`config.mk`:
```
export PLATFORM = sky130hd
export DESIGN_NAME = decodeStage
export DESIGN_NICKNAME = d
export VERILOG_FILES = /design/src/logic/decodePkg.sv /design/src/logic/controlDecoder.sv /design/src/logic/registerFile.sv /design/src/logic/operandForward.sv /design/src/logic/branchResolve.sv /design/src/logic/idExRegister.sv /design/src/logic/decodeStage.sv
export SDC_FILE = /design/constraint.sdc
export NUM_CORES = 2
export LEC_CHECK = 0
export BUFFER_PORTS_ARGS = -buffer_cell sky130_fd_sc_hd__buf_2
export CAP_MARGIN = 10
export CORE_MARGIN = 4
export CORE_UTILIZATION = 40
export CTS_BUF_LIST = sky130_fd_sc_hd__clkbuf_16
export DETAILED_ROUTE_END_ITERATION = 8
export GPL_TIMING_DRIVEN = 1
export SYNTH_ARGS = -nofsm -noshare
export SYNTH_HDL_FRONTEND = slang
export SYNTH_SLANG_ARGS = --single-unit
```
`constraint.sdc`:
```
create_clock -name CLK -period 4 [get_ports CLK]
set_input_delay 0.2 -clock CLK [delete_from_list [all_inputs] [get_ports CLK]]
set_output_delay 0.2 -clock CLK [all_outputs]
set_load 0.02 [all_outputs]
```
`src/logic/decodePkg.sv`:
```
/* Decode stage package
   Instruction views, control word, forwarding and ID/EX bundle types */
package decodePkg;

	localparam int XLen     = 32;
	localparam int RegCount = 32;

	typedef logic [XLen-1:0] WordT;
	typedef logic [4:0]      RegIdxT;

	localparam RegIdxT LinkReg    = 5'd31;
	localparam RegIdxT SysArgReg  = 5'd2;  // Syscall code register
	localparam WordT   LinkOffset = 32'd4;

	// --------------------
	// Instruction word views
	typedef struct packed {
		logic [5:0] opcode;
		RegIdxT     rs;
		RegIdxT     rt;
		RegIdxT     rd;
		logic [4:0] shamt;
		logic [5:0] funct;
	} RTypeT;

	typedef struct packed {
		logic [5:0]  opcode;
		RegIdxT      rs;
		RegIdxT      rt;
		logic [15:0] imm16;
	} ITypeT;

	typedef struct packed {
		logic [5:0]  opcode;
		logic [25:0] target26;
	} JTypeT;

	typedef union packed {
		RTypeT rType;
		ITypeT iType;
		JTypeT jType;
	} InstrU;

	// --------------------
	// Control encodings
	typedef enum logic [4:0] {
		AluAdd, AluAddu, AluSub, AluSubu, AluAnd, AluOr, AluXor, AluNor,
		AluSlt, AluSltu, AluSll, AluSrl, AluSra, AluSllv, AluSrlv, AluSrav, AluLui
	} AluOpT;

	typedef enum logic [2:0] {
		BrNone, BrEq, BrNe, BrLez, BrGtz, BrLtz, BrGez
	} BranchKindT;

	typedef struct packed {
		logic       link;
		logic       regDst;
		logic       jump;
		logic       jumpReg;   // Target from rs
		logic       memRead;
		logic       memToReg;
		logic       memWrite;
		logic       aluSrc;
		logic       regWrite;
		logic       signExt;
		logic       syscall;
		BranchKindT branchKind;
		AluOpT      aluOp;
	} CtrlT;

	// Write-back source seen by the forwarding logic
	typedef struct packed {
		logic   valid;
		RegIdxT dest;
		WordT   data;
	} FwdSrcT;

	typedef struct packed {
		WordT   opA;
		WordT   opB;
		WordT   storeData;
		RegIdxT dest;
		RegIdxT srcA;
		RegIdxT srcB;
		RegIdxT shamt;
		AluOpT  aluOp;
		logic   memRead;
		logic   memWrite;
		logic   memToReg;
		logic   aluSrc;
		logic   writeBack;
		logic   takenBranch;
	} IdExT;

endpackage

```
`src/logic/controlDecoder.sv`:
```
/* Control decoder
   Maps opcode, funct and rt onto the control word */
`timescale 1ns/1ps

module controlDecoder (
	input  decodePkg::InstrU instr,
	output decodePkg::CtrlT  ctrl
);
	import decodePkg::*;

	AluOpT rAluOp;
	logic  rAluHit;  // funct is one of the R-type ALU ops

	// Immediate-operand ALU instruction
	function automatic CtrlT immCtrl(input AluOpT op, input logic ext);
		CtrlT c;
		c          = '0;
		c.aluSrc   = 1'b1;
		c.regWrite = 1'b1;
		c.signExt  = ext;
		c.aluOp    = op;
		return c;
	endfunction

	// --------------------
	// SPECIAL funct table
	always_comb begin
		rAluHit = 1'b1;
		rAluOp  = AluAddu;
		case (instr.rType.funct)
			6'b000000: rAluOp = AluSll;  // Also nop
			6'b000010: rAluOp = AluSrl;
			6'b000011: rAluOp = AluSra;
			6'b000100: rAluOp = AluSllv;
			6'b000110: rAluOp = AluSrlv;
			6'b000111: rAluOp = AluSrav;
			6'b100000: rAluOp = AluAdd;
			6'b100001: rAluOp = AluAddu;
			6'b100010: rAluOp = AluSub;
			6'b100011: rAluOp = AluSubu;
			6'b100100: rAluOp = AluAnd;
			6'b100101: rAluOp = AluOr;
			6'b100110: rAluOp = AluXor;
			6'b100111: rAluOp = AluNor;
			6'b101010: rAluOp = AluSlt;
			6'b101011: rAluOp = AluSltu;
			default:   rAluHit = 1'b0;
		endcase
	end

	// --------------------
	// Opcode table
	always_comb begin
		ctrl = '0;
		case (instr.rType.opcode)
			6'b000000: begin
				if (rAluHit) begin
					ctrl.regDst   = 1'b1;
					ctrl.regWrite = 1'b1;
					ctrl.aluOp    = rAluOp;
				end else if (instr.rType.funct == 6'b001000) begin  // jr
					ctrl.jump    = 1'b1;
					ctrl.jumpReg = 1'b1;
				end else if (instr.rType.funct == 6'b001001) begin  // jalr
					ctrl.link     = 1'b1;
					ctrl.regDst   = 1'b1;
					ctrl.jump     = 1'b1;
					ctrl.jumpReg  = 1'b1;
					ctrl.regWrite = 1'b1;
					ctrl.aluOp    = AluAddu;
				end else if (instr.rType.funct == 6'b001100) begin  // syscall
					ctrl.syscall = 1'b1;
					ctrl.aluOp   = AluAddu;
				end
			end
			6'b000001: begin  // REGIMM
				if (instr.rType.rt == 5'b00000)
					ctrl.branchKind = BrLtz;
				else if (instr.rType.rt == 5'b00001)
					ctrl.branchKind = BrGez;
			end
			6'b000010: ctrl.jump = 1'b1;  // j
			6'b000011: begin  // jal
				ctrl.link     = 1'b1;
				ctrl.jump     = 1'b1;
				ctrl.regWrite = 1'b1;
				ctrl.aluOp    = AluAddu;
			end
			6'b000100: ctrl.branchKind = BrEq;
			6'b000101: ctrl.branchKind = BrNe;
			6'b000110: ctrl.branchKind = BrLez;
			6'b000111: ctrl.branchKind = BrGtz;
			6'b001000: ctrl = immCtrl(AluAdd, 1'b1);
			6'b001001: ctrl = immCtrl(AluAddu, 1'b1);
			6'b001010: ctrl = immCtrl(AluSlt, 1'b1);
			6'b001011: ctrl = immCtrl(AluSltu, 1'b1);
			6'b001100: ctrl = immCtrl(AluAnd, 1'b0);
			6'b001101: ctrl = immCtrl(AluOr, 1'b0);
			6'b001110: ctrl = immCtrl(AluXor, 1'b0);
			6'b001111: ctrl = immCtrl(AluLui, 1'b0);
			6'b100000, 6'b100001, 6'b100011, 6'b100100, 6'b100101: begin  // Loads
				ctrl          = immCtrl(AluAddu, 1'b1);
				ctrl.memRead  = 1'b1;
				ctrl.memToReg = 1'b1;
			end
			6'b101000, 6'b101001, 6'b101011: begin  // Stores
				ctrl          = immCtrl(AluAddu, 1'b1);
				ctrl.regWrite = 1'b0;
				ctrl.memWrite = 1'b1;
			end
			default: ctrl = '0;
		endcase
	end

endmodule

```
`src/logic/registerFile.sv`:
```
/* Register file
   32 words, one write-back port, two reads plus the syscall argument */
`timescale 1ns/1ps

module registerFile (
	input  logic              CLK,
	input  logic              RESET,
	input  decodePkg::FwdSrcT wb,
	input  decodePkg::RegIdxT idxA,
	input  decodePkg::RegIdxT idxB,
	output decodePkg::WordT   dataA,
	output decodePkg::WordT   dataB,
	output decodePkg::WordT   sysArg
);
	import decodePkg::*;

	WordT regs [RegCount];

	always_ff @(posedge CLK) begin
		if (wb.valid)
			regs[wb.dest] <= wb.data;
	end

	// Register 0 reads as zero, it is never written
	assign dataA  = (idxA == '0) ? '0 : regs[idxA];
	assign dataB  = (idxB == '0) ? '0 : regs[idxB];
	assign sysArg = regs[SysArgReg];

	// Producers upstream must drop writes to register 0
	wbNotZero: assert property (@(posedge CLK) disable iff (!RESET)
		wb.valid |-> wb.dest != '0);

endmodule

```
`src/logic/operandForward.sv`:
```
/* Operand forwarding for branch resolution
   Priority EX, MEM, WB, then the register file value */
`timescale 1ns/1ps

module operandForward (
	input  decodePkg::RegIdxT srcA,
	input  decodePkg::RegIdxT srcB,
	input  decodePkg::WordT   regA,
	input  decodePkg::WordT   regB,
	input  decodePkg::FwdSrcT exSrc,
	input  decodePkg::FwdSrcT memSrc,
	input  decodePkg::FwdSrcT wbSrc,
	output decodePkg::WordT   fwdA,
	output decodePkg::WordT   fwdB
);
	import decodePkg::*;

	// Youngest matching producer wins
	function automatic WordT pick(input RegIdxT idx, input WordT regVal);
		WordT v;
		v = regVal;
		if (idx != '0) begin  // r0 stays zero
			if (exSrc.valid && exSrc.dest == idx)
				v = exSrc.data;
			else if (memSrc.valid && memSrc.dest == idx)
				v = memSrc.data;
			else if (wbSrc.valid && wbSrc.dest == idx)
				v = wbSrc.data;
		end
		return v;
	endfunction

	always_comb begin
		fwdA = pick(srcA, regA);
		fwdB = pick(srcB, regB);
	end

endmodule

```
`src/logic/branchResolve.sv`:
```
/* Branch and jump resolution
   Evaluates the condition and picks the next fetch address */
`timescale 1ns/1ps

module branchResolve (
	input  decodePkg::InstrU instr,
	input  decodePkg::CtrlT  ctrl,
	input  decodePkg::WordT  pca,
	input  decodePkg::WordT  fwdA,
	input  decodePkg::WordT  fwdB,
	output decodePkg::WordT  nextAddress,
	output logic             taken
);
	import decodePkg::*;

	logic condMet;
	WordT branchTarget;
	WordT jumpTarget;

	// --------------------
	// Condition
	always_comb begin
		case (ctrl.branchKind)
			BrEq:    condMet = (fwdA == fwdB);
			BrNe:    condMet = (fwdA != fwdB);
			BrLez:   condMet = ($signed(fwdA) <= 0);
			BrGtz:   condMet = ($signed(fwdA) > 0);
			BrLtz:   condMet = fwdA[XLen-1];
			BrGez:   condMet = !fwdA[XLen-1];
			default: condMet = 1'b0;
		endcase
	end

	// --------------------
	// Targets
	assign branchTarget = pca + {{14{instr.iType.imm16[15]}}, instr.iType.imm16, 2'b00};
	assign jumpTarget   = ctrl.jumpReg ? fwdA
	                                   : {pca[XLen-1:28], instr.jType.target26, 2'b00};

	assign taken       = ctrl.jump | condMet;  // Jumps redirect fetch too
	assign nextAddress = ctrl.jump ? jumpTarget
	                   : condMet   ? branchTarget
	                               : pca;

endmodule

```
`src/logic/idExRegister.sv`:
```
/* ID/EX pipeline register
   Operand selection, freeze hold and the syscall bubble sequence */
`timescale 1ns/1ps

module idExRegister #(
	parameter int SyscallBubbles = 3
) (
	input  logic             CLK,
	input  logic             RESET,
	input  logic             freeze,
	input  decodePkg::InstrU instr,
	input  decodePkg::CtrlT  ctrl,
	input  decodePkg::WordT  pca,
	input  decodePkg::WordT  regA,
	input  decodePkg::WordT  regB,
	input  decodePkg::WordT  sysArg,
	input  logic             taken,
	output decodePkg::IdExT  idEx,
	output logic             insertBubble,
	output logic             sysOut
);
	import decodePkg::*;

	localparam int CntW = (SyscallBubbles > 0) ? $clog2(SyscallBubbles + 1) : 1;

	logic [CntW-1:0] bubbleCnt;
	WordT            extImm;
	IdExT            nextIdEx;

	assign extImm = ctrl.signExt ? {{16{instr.iType.imm16[15]}}, instr.iType.imm16}
	                             : {16'b0, instr.iType.imm16};

	// --------------------
	// Next contents
	always_comb begin
		nextIdEx = '0;
		nextIdEx.opA = ctrl.link ? pca : ctrl.syscall ? sysArg : regA;
		if (ctrl.link)
			nextIdEx.opB = LinkOffset;
		else if (ctrl.syscall)
			nextIdEx.opB = '0;
		else
			nextIdEx.opB = ctrl.aluSrc ? extImm : regB;
		if (ctrl.regDst)
			nextIdEx.dest = instr.rType.rd;
		else if (ctrl.link)
			nextIdEx.dest = LinkReg;
		else if (ctrl.syscall)
			nextIdEx.dest = '0;
		else
			nextIdEx.dest = instr.rType.rt;
		nextIdEx.srcA = (ctrl.link || ctrl.syscall) ? '0 : instr.rType.rs;
		nextIdEx.srcB = (ctrl.aluSrc || ctrl.link || ctrl.syscall) ? '0 : instr.rType.rt;
		nextIdEx.storeData   = regB;
		nextIdEx.shamt       = instr.rType.shamt;
		nextIdEx.aluOp       = ctrl.aluOp;
		nextIdEx.memRead     = ctrl.memRead;
		nextIdEx.memWrite    = ctrl.memWrite;
		nextIdEx.memToReg    = ctrl.memToReg;
		nextIdEx.aluSrc      = ctrl.aluSrc;
		nextIdEx.writeBack   = (ctrl.regWrite || ctrl.memToReg) && nextIdEx.dest != '0;
		nextIdEx.takenBranch = taken;
	end

	// --------------------
	// Syscall sequencing
	assign insertBubble = ctrl.syscall && bubbleCnt != '0;
	assign sysOut       = ctrl.syscall && bubbleCnt == '0;

	always_ff @(posedge CLK or negedge RESET) begin
		if (!RESET) begin
			bubbleCnt <= CntW'(SyscallBubbles);
		end else if (!freeze) begin
			if (insertBubble)
				bubbleCnt <= bubbleCnt - 1'b1;
			else
				bubbleCnt <= CntW'(SyscallBubbles);  // Other instr or issue edge
		end
	end

	always_ff @(posedge CLK or negedge RESET) begin
		if (!RESET)
			idEx <= '0;
		else if (!freeze)
			idEx <= insertBubble ? '0 : nextIdEx;
	end

endmodule

```
`src/logic/decodeStage.sv`:
```
/* Instruction decode stage
   Decode, register read, branch resolution and the ID/EX register */
`timescale 1ns/1ps

module decodeStage #(
	parameter int SyscallBubbles = 3
) (
	input  logic              CLK,
	input  logic              RESET,
	input  decodePkg::InstrU  instr,
	input  decodePkg::WordT   pca,
	input  decodePkg::WordT   exResult,
	input  decodePkg::FwdSrcT memFwd,
	input  decodePkg::FwdSrcT wbFwd,
	input  logic              freeze,
	output decodePkg::IdExT   idEx,
	output decodePkg::WordT   nextAddress,
	output logic              takenBranch,
	output logic              insertBubble,
	output logic              sysOut
);
	import decodePkg::*;

	CtrlT   ctrl;
	WordT   regA;
	WordT   regB;
	WordT   sysArg;
	WordT   fwdA;
	WordT   fwdB;
	FwdSrcT exSrc;

	// EX result pairs with the destination held in ID/EX
	assign exSrc = '{valid: idEx.writeBack, dest: idEx.dest, data: exResult};

	controlDecoder decoder (
		.instr (instr),
		.ctrl  (ctrl)
	);

	registerFile regFile (
		.CLK    (CLK),
		.RESET  (RESET),
		.wb     (wbFwd),
		.idxA   (instr.rType.rs),
		.idxB   (instr.rType.rt),
		.dataA  (regA),
		.dataB  (regB),
		.sysArg (sysArg)
	);

	operandForward forward (
		.srcA   (instr.rType.rs),
		.srcB   (instr.rType.rt),
		.regA   (regA),
		.regB   (regB),
		.exSrc  (exSrc),
		.memSrc (memFwd),
		.wbSrc  (wbFwd),
		.fwdA   (fwdA),
		.fwdB   (fwdB)
	);

	branchResolve resolve (
		.instr       (instr),
		.ctrl        (ctrl),
		.pca         (pca),
		.fwdA        (fwdA),
		.fwdB        (fwdB),
		.nextAddress (nextAddress),
		.taken       (takenBranch)
	);

	idExRegister #(
		.SyscallBubbles (SyscallBubbles)
	) pipeReg (
		.CLK          (CLK),
		.RESET        (RESET),
		.freeze       (freeze),
		.instr        (instr),
		.ctrl         (ctrl),
		.pca          (pca),
		.regA         (regA),
		.regB         (regB),
		.sysArg       (sysArg),
		.taken        (takenBranch),
		.idEx         (idEx),
		.insertBubble (insertBubble),
		.sysOut       (sysOut)
	);

endmodule

```
==> results.toml <==
[clock_network]
clkSinkCount = 1152
cts_buffers = 120
clkTransAtPathRegs_ns = 0.07
cts_tree = "yes"
cts_buffer_depth = 3
cts_root_buf = "clkbuf_16"
cts_max_level = 3
insertion_delay_ns = 0.79

[worst_hold_path]
hp-class = "input pin to asynchronous set/reset pin"

[floorplanning]
initial_core_util = 0.4040
die_h_um = 392.1
dieWidth_um = 392.1
coreArea_mm2 = 0.1461
core.rowCount = 140
die_area_mm2 = 0.1538
ios = 337

[timing]
fin_skew_ns = 0.03854
drv_slew = 0
worst_pin_slew_ns = 1.195
fmax_mhz = 182.0
setup_violations = 32
period_minus_slack_ns = 5.495
period_share = 1.374
hold_viol = 0
setup_slack_ns = -1.495
slew_headroom = 0.2023
hold_ws_ns = 0.03438
rsz0062_at_grt = "true"

[setup_path]
path_buf_inv = 5
crit_type = "flop to primary output"
critical_path_depth = 19
crit_family = "compound AO/OA/AOI/OAI gates"
reg2reg_depth = 20
slowest_delay_ns = 0.46
crit_path_end_kind = "primary output"
worst-path-max-fanout = 7
r2r_setup_slack_ns = -0.54
slowest_stage = "mux4_2"
worstPathCellList = "mux4_2, a22o_1, a221oi_4, buf_4, o211ai_1, buf_4, a221o_1, nor3b_1, a22oi_1, a22oi_2, nand4_1, nor3_2, or3_4, a41oi_4, buf_12, buf_12, and2_4, a221o_1, buf_6"
r2r-end = "pipeReg.idEx[0]"
r2r_start = "regFile.regs[29][18]"
cp.arrival_ns = 5.29
crit_required_ns = 3.80
worstSetupStartpointType = "flop"

[placed_design]
dp.cells = 6903
globalplace.congestion = 1.045
io_buffers = 336
dp_hpwl_um = 200900

[logic_synthesis]
synth_ff_type = "edfxtp_1"
synth.distinct_cells = 97
syn-mean-instance-area_um2 = 14.80
seq_area_frac_synth = 0.5753
yosysWarnings = 0
synth_edf_count = 1024
syn_area_mm2 = 0.05902
netlist_instances = 3987
ys_ff_latch = 1152
synth_fp_nets = 4193
async_flop_share = 0.1111

[global_routing]
grt_max_degree = 131
grt_use_total = 0.3554
antenna_found_initial = 22
grt_pass1_wl_um = 376300
overflow = 0
grt_pass1_vias = 46210

[routing]
postRouteAntennaNets = 0
drc = 0
initialDrtViolationCount = 7955
wl_per_cell_um = 38.41
via_per_inst = 6.673
vias = 48380
drtPass1Iterations = 7
wl_um = 278500

[pwr]
leakage_nw = 28.32
ir_drop_uv = 379.0
power_density_mw_per_mm2 = 398.6

[layout]
finalNonFillerCells = 7250
nets = 5420
drive_above_1_share = 0.3968
fin_util = 0.5204
syn2layout_area_growth_pct = 28.79

[job]
maxCapViolations = 0

[run_status]
violations = "setup timing"
outcome = "complete, but fails checks"
## per-layer routing
metal | vias up | share of wire | GRT usage
li1 | 18960 | - | -
met1 | 24480 | 0.36 | 0.4678
met2 | 4085 | 0.43 | 0.5214
met3 | 847 | 0.13 | 0.09887
met4 | 8 | 0.074 | 0.2226
met5 | - | 0.00019 | 0
## cells in the final DEF, fill, tap and decap left out, types with 44 or more instances in the layout
cell type	instances
edfxtp_1	1024
buf_4	908
mux4_2	411
buf_2	297
mux2i_1	247
nand2_1	226
o21ai_0	169
a22oi_1	166
nor2_1	157
a21oi_1	150
dfrtp_1	126
clkbuf_16	121
buf_12	108
dlygate4sd3_1	79
nand3_1	66
xnor2_1	58
a221oi_1	56
a22o_1	55
nor3_1	53
inv_1	50
o211ai_1	44
## how the worst max path moves through the flow
stage                          from  slack [ns]              end
2_1_floorplan             instr[21]       -0.09  nextAddress[17]
3_5_place_dp              instr[16]       -1.48  nextAddress[25]
4_1_cts         regFile.regs[31][8]       -1.40  nextAddress[28]
3_3_place_gp              instr[16]       -1.49  nextAddress[25]
5_1_grt        regFile.regs[28][18]       -1.57  nextAddress[30]
6_report       regFile.regs[29][18]       -1.49  nextAddress[30]
## kinds of logic after synthesis
logic type               synth area share
buffers and inverters             0.03012
AND/OR/NAND/NOR                   0.06326
adder cells (fa/ha/maj)          0.006699
multiplexers                       0.2009
AO/OA/AOI/OAI                      0.1111
flip-flops                         0.5753
XOR/XNOR                          0.01261
## flip-flops by register name, indices dropped and copies added, names as in the netlist
signal             count
regFile.regs        1024
pipeReg.bubbleCnt      2
pipeReg.idEx         126
## area by class of cell
| type | count | area [um2] |
|---|---|---|
| fillers | 12230 | 70070 |
| well taps | 1917 | 2399 |
| diodes | 16 | 40.04 |
| inverters | 29 | 108.9 |
| multi-input cells | 2494 | 24060 |
| clock inverters | 104 | 833.3 |
| repair buffers | 1417 | 11590 |
| clock buffers | 121 | 3028 |
| flip-flops and latches | 1152 | 33960 |
## where the power goes
group	switching [mW]	internal, mW	total [mW]
logic	3.34	2.27	5.60
clock network	5.09	6.04	11.1
registers	0.175	13.4	13.6
total	8.60	21.7	30.3
## cells in the mapped netlist, types with 62 or more instances
cell type | count | area share
mux2i_1 | 250 | 0.042
a22oi_1 | 168 | 0.021
a221oi_1 | 62 | 0.0092
dfrtp_1 | 126 | 0.053
clkbuf_1 | 151 | 0.0096
a21oi_1 | 155 | 0.013
o21ai_0 | 172 | 0.015
nand2_1 | 227 | 0.014
edfxtp_1 | 1024 | 0.52
nor2_1 | 199 | 0.013
mux4_2 | 411 | 0.16
nand3_1 | 85 | 0.0072
## what timing repair did
item                       in CTS  in global routing
setup buffers                  22                  3
pin swaps                      10                 10
gates resized for setup        98                 32
hold buffers                   79                  0
gates cloned                    3                  0
setup endpoints to repair      32                 34
hold endpoints to repair      589                  0
## per-stage QoR
step / setup slack (ns) / power (mW) / TNS (ns) / area (um2)
after floorplan: -0.08773 / 16.22 / -1.831 / 59380
after global placement: -1.492 / 19.02 / -44.88 / 70540
after detailed placement: -1.481 / 19.04 / -44.62 / 70540
after CTS: -1.395 / 30.18 / -41.56 / 75830
after global routing: -1.575 / 31.02 / -46.06 / 75990
final: -1.495 / 30.30 / -42.37 / 76020
No activity file was read; power rests on OpenSTA's default activity.
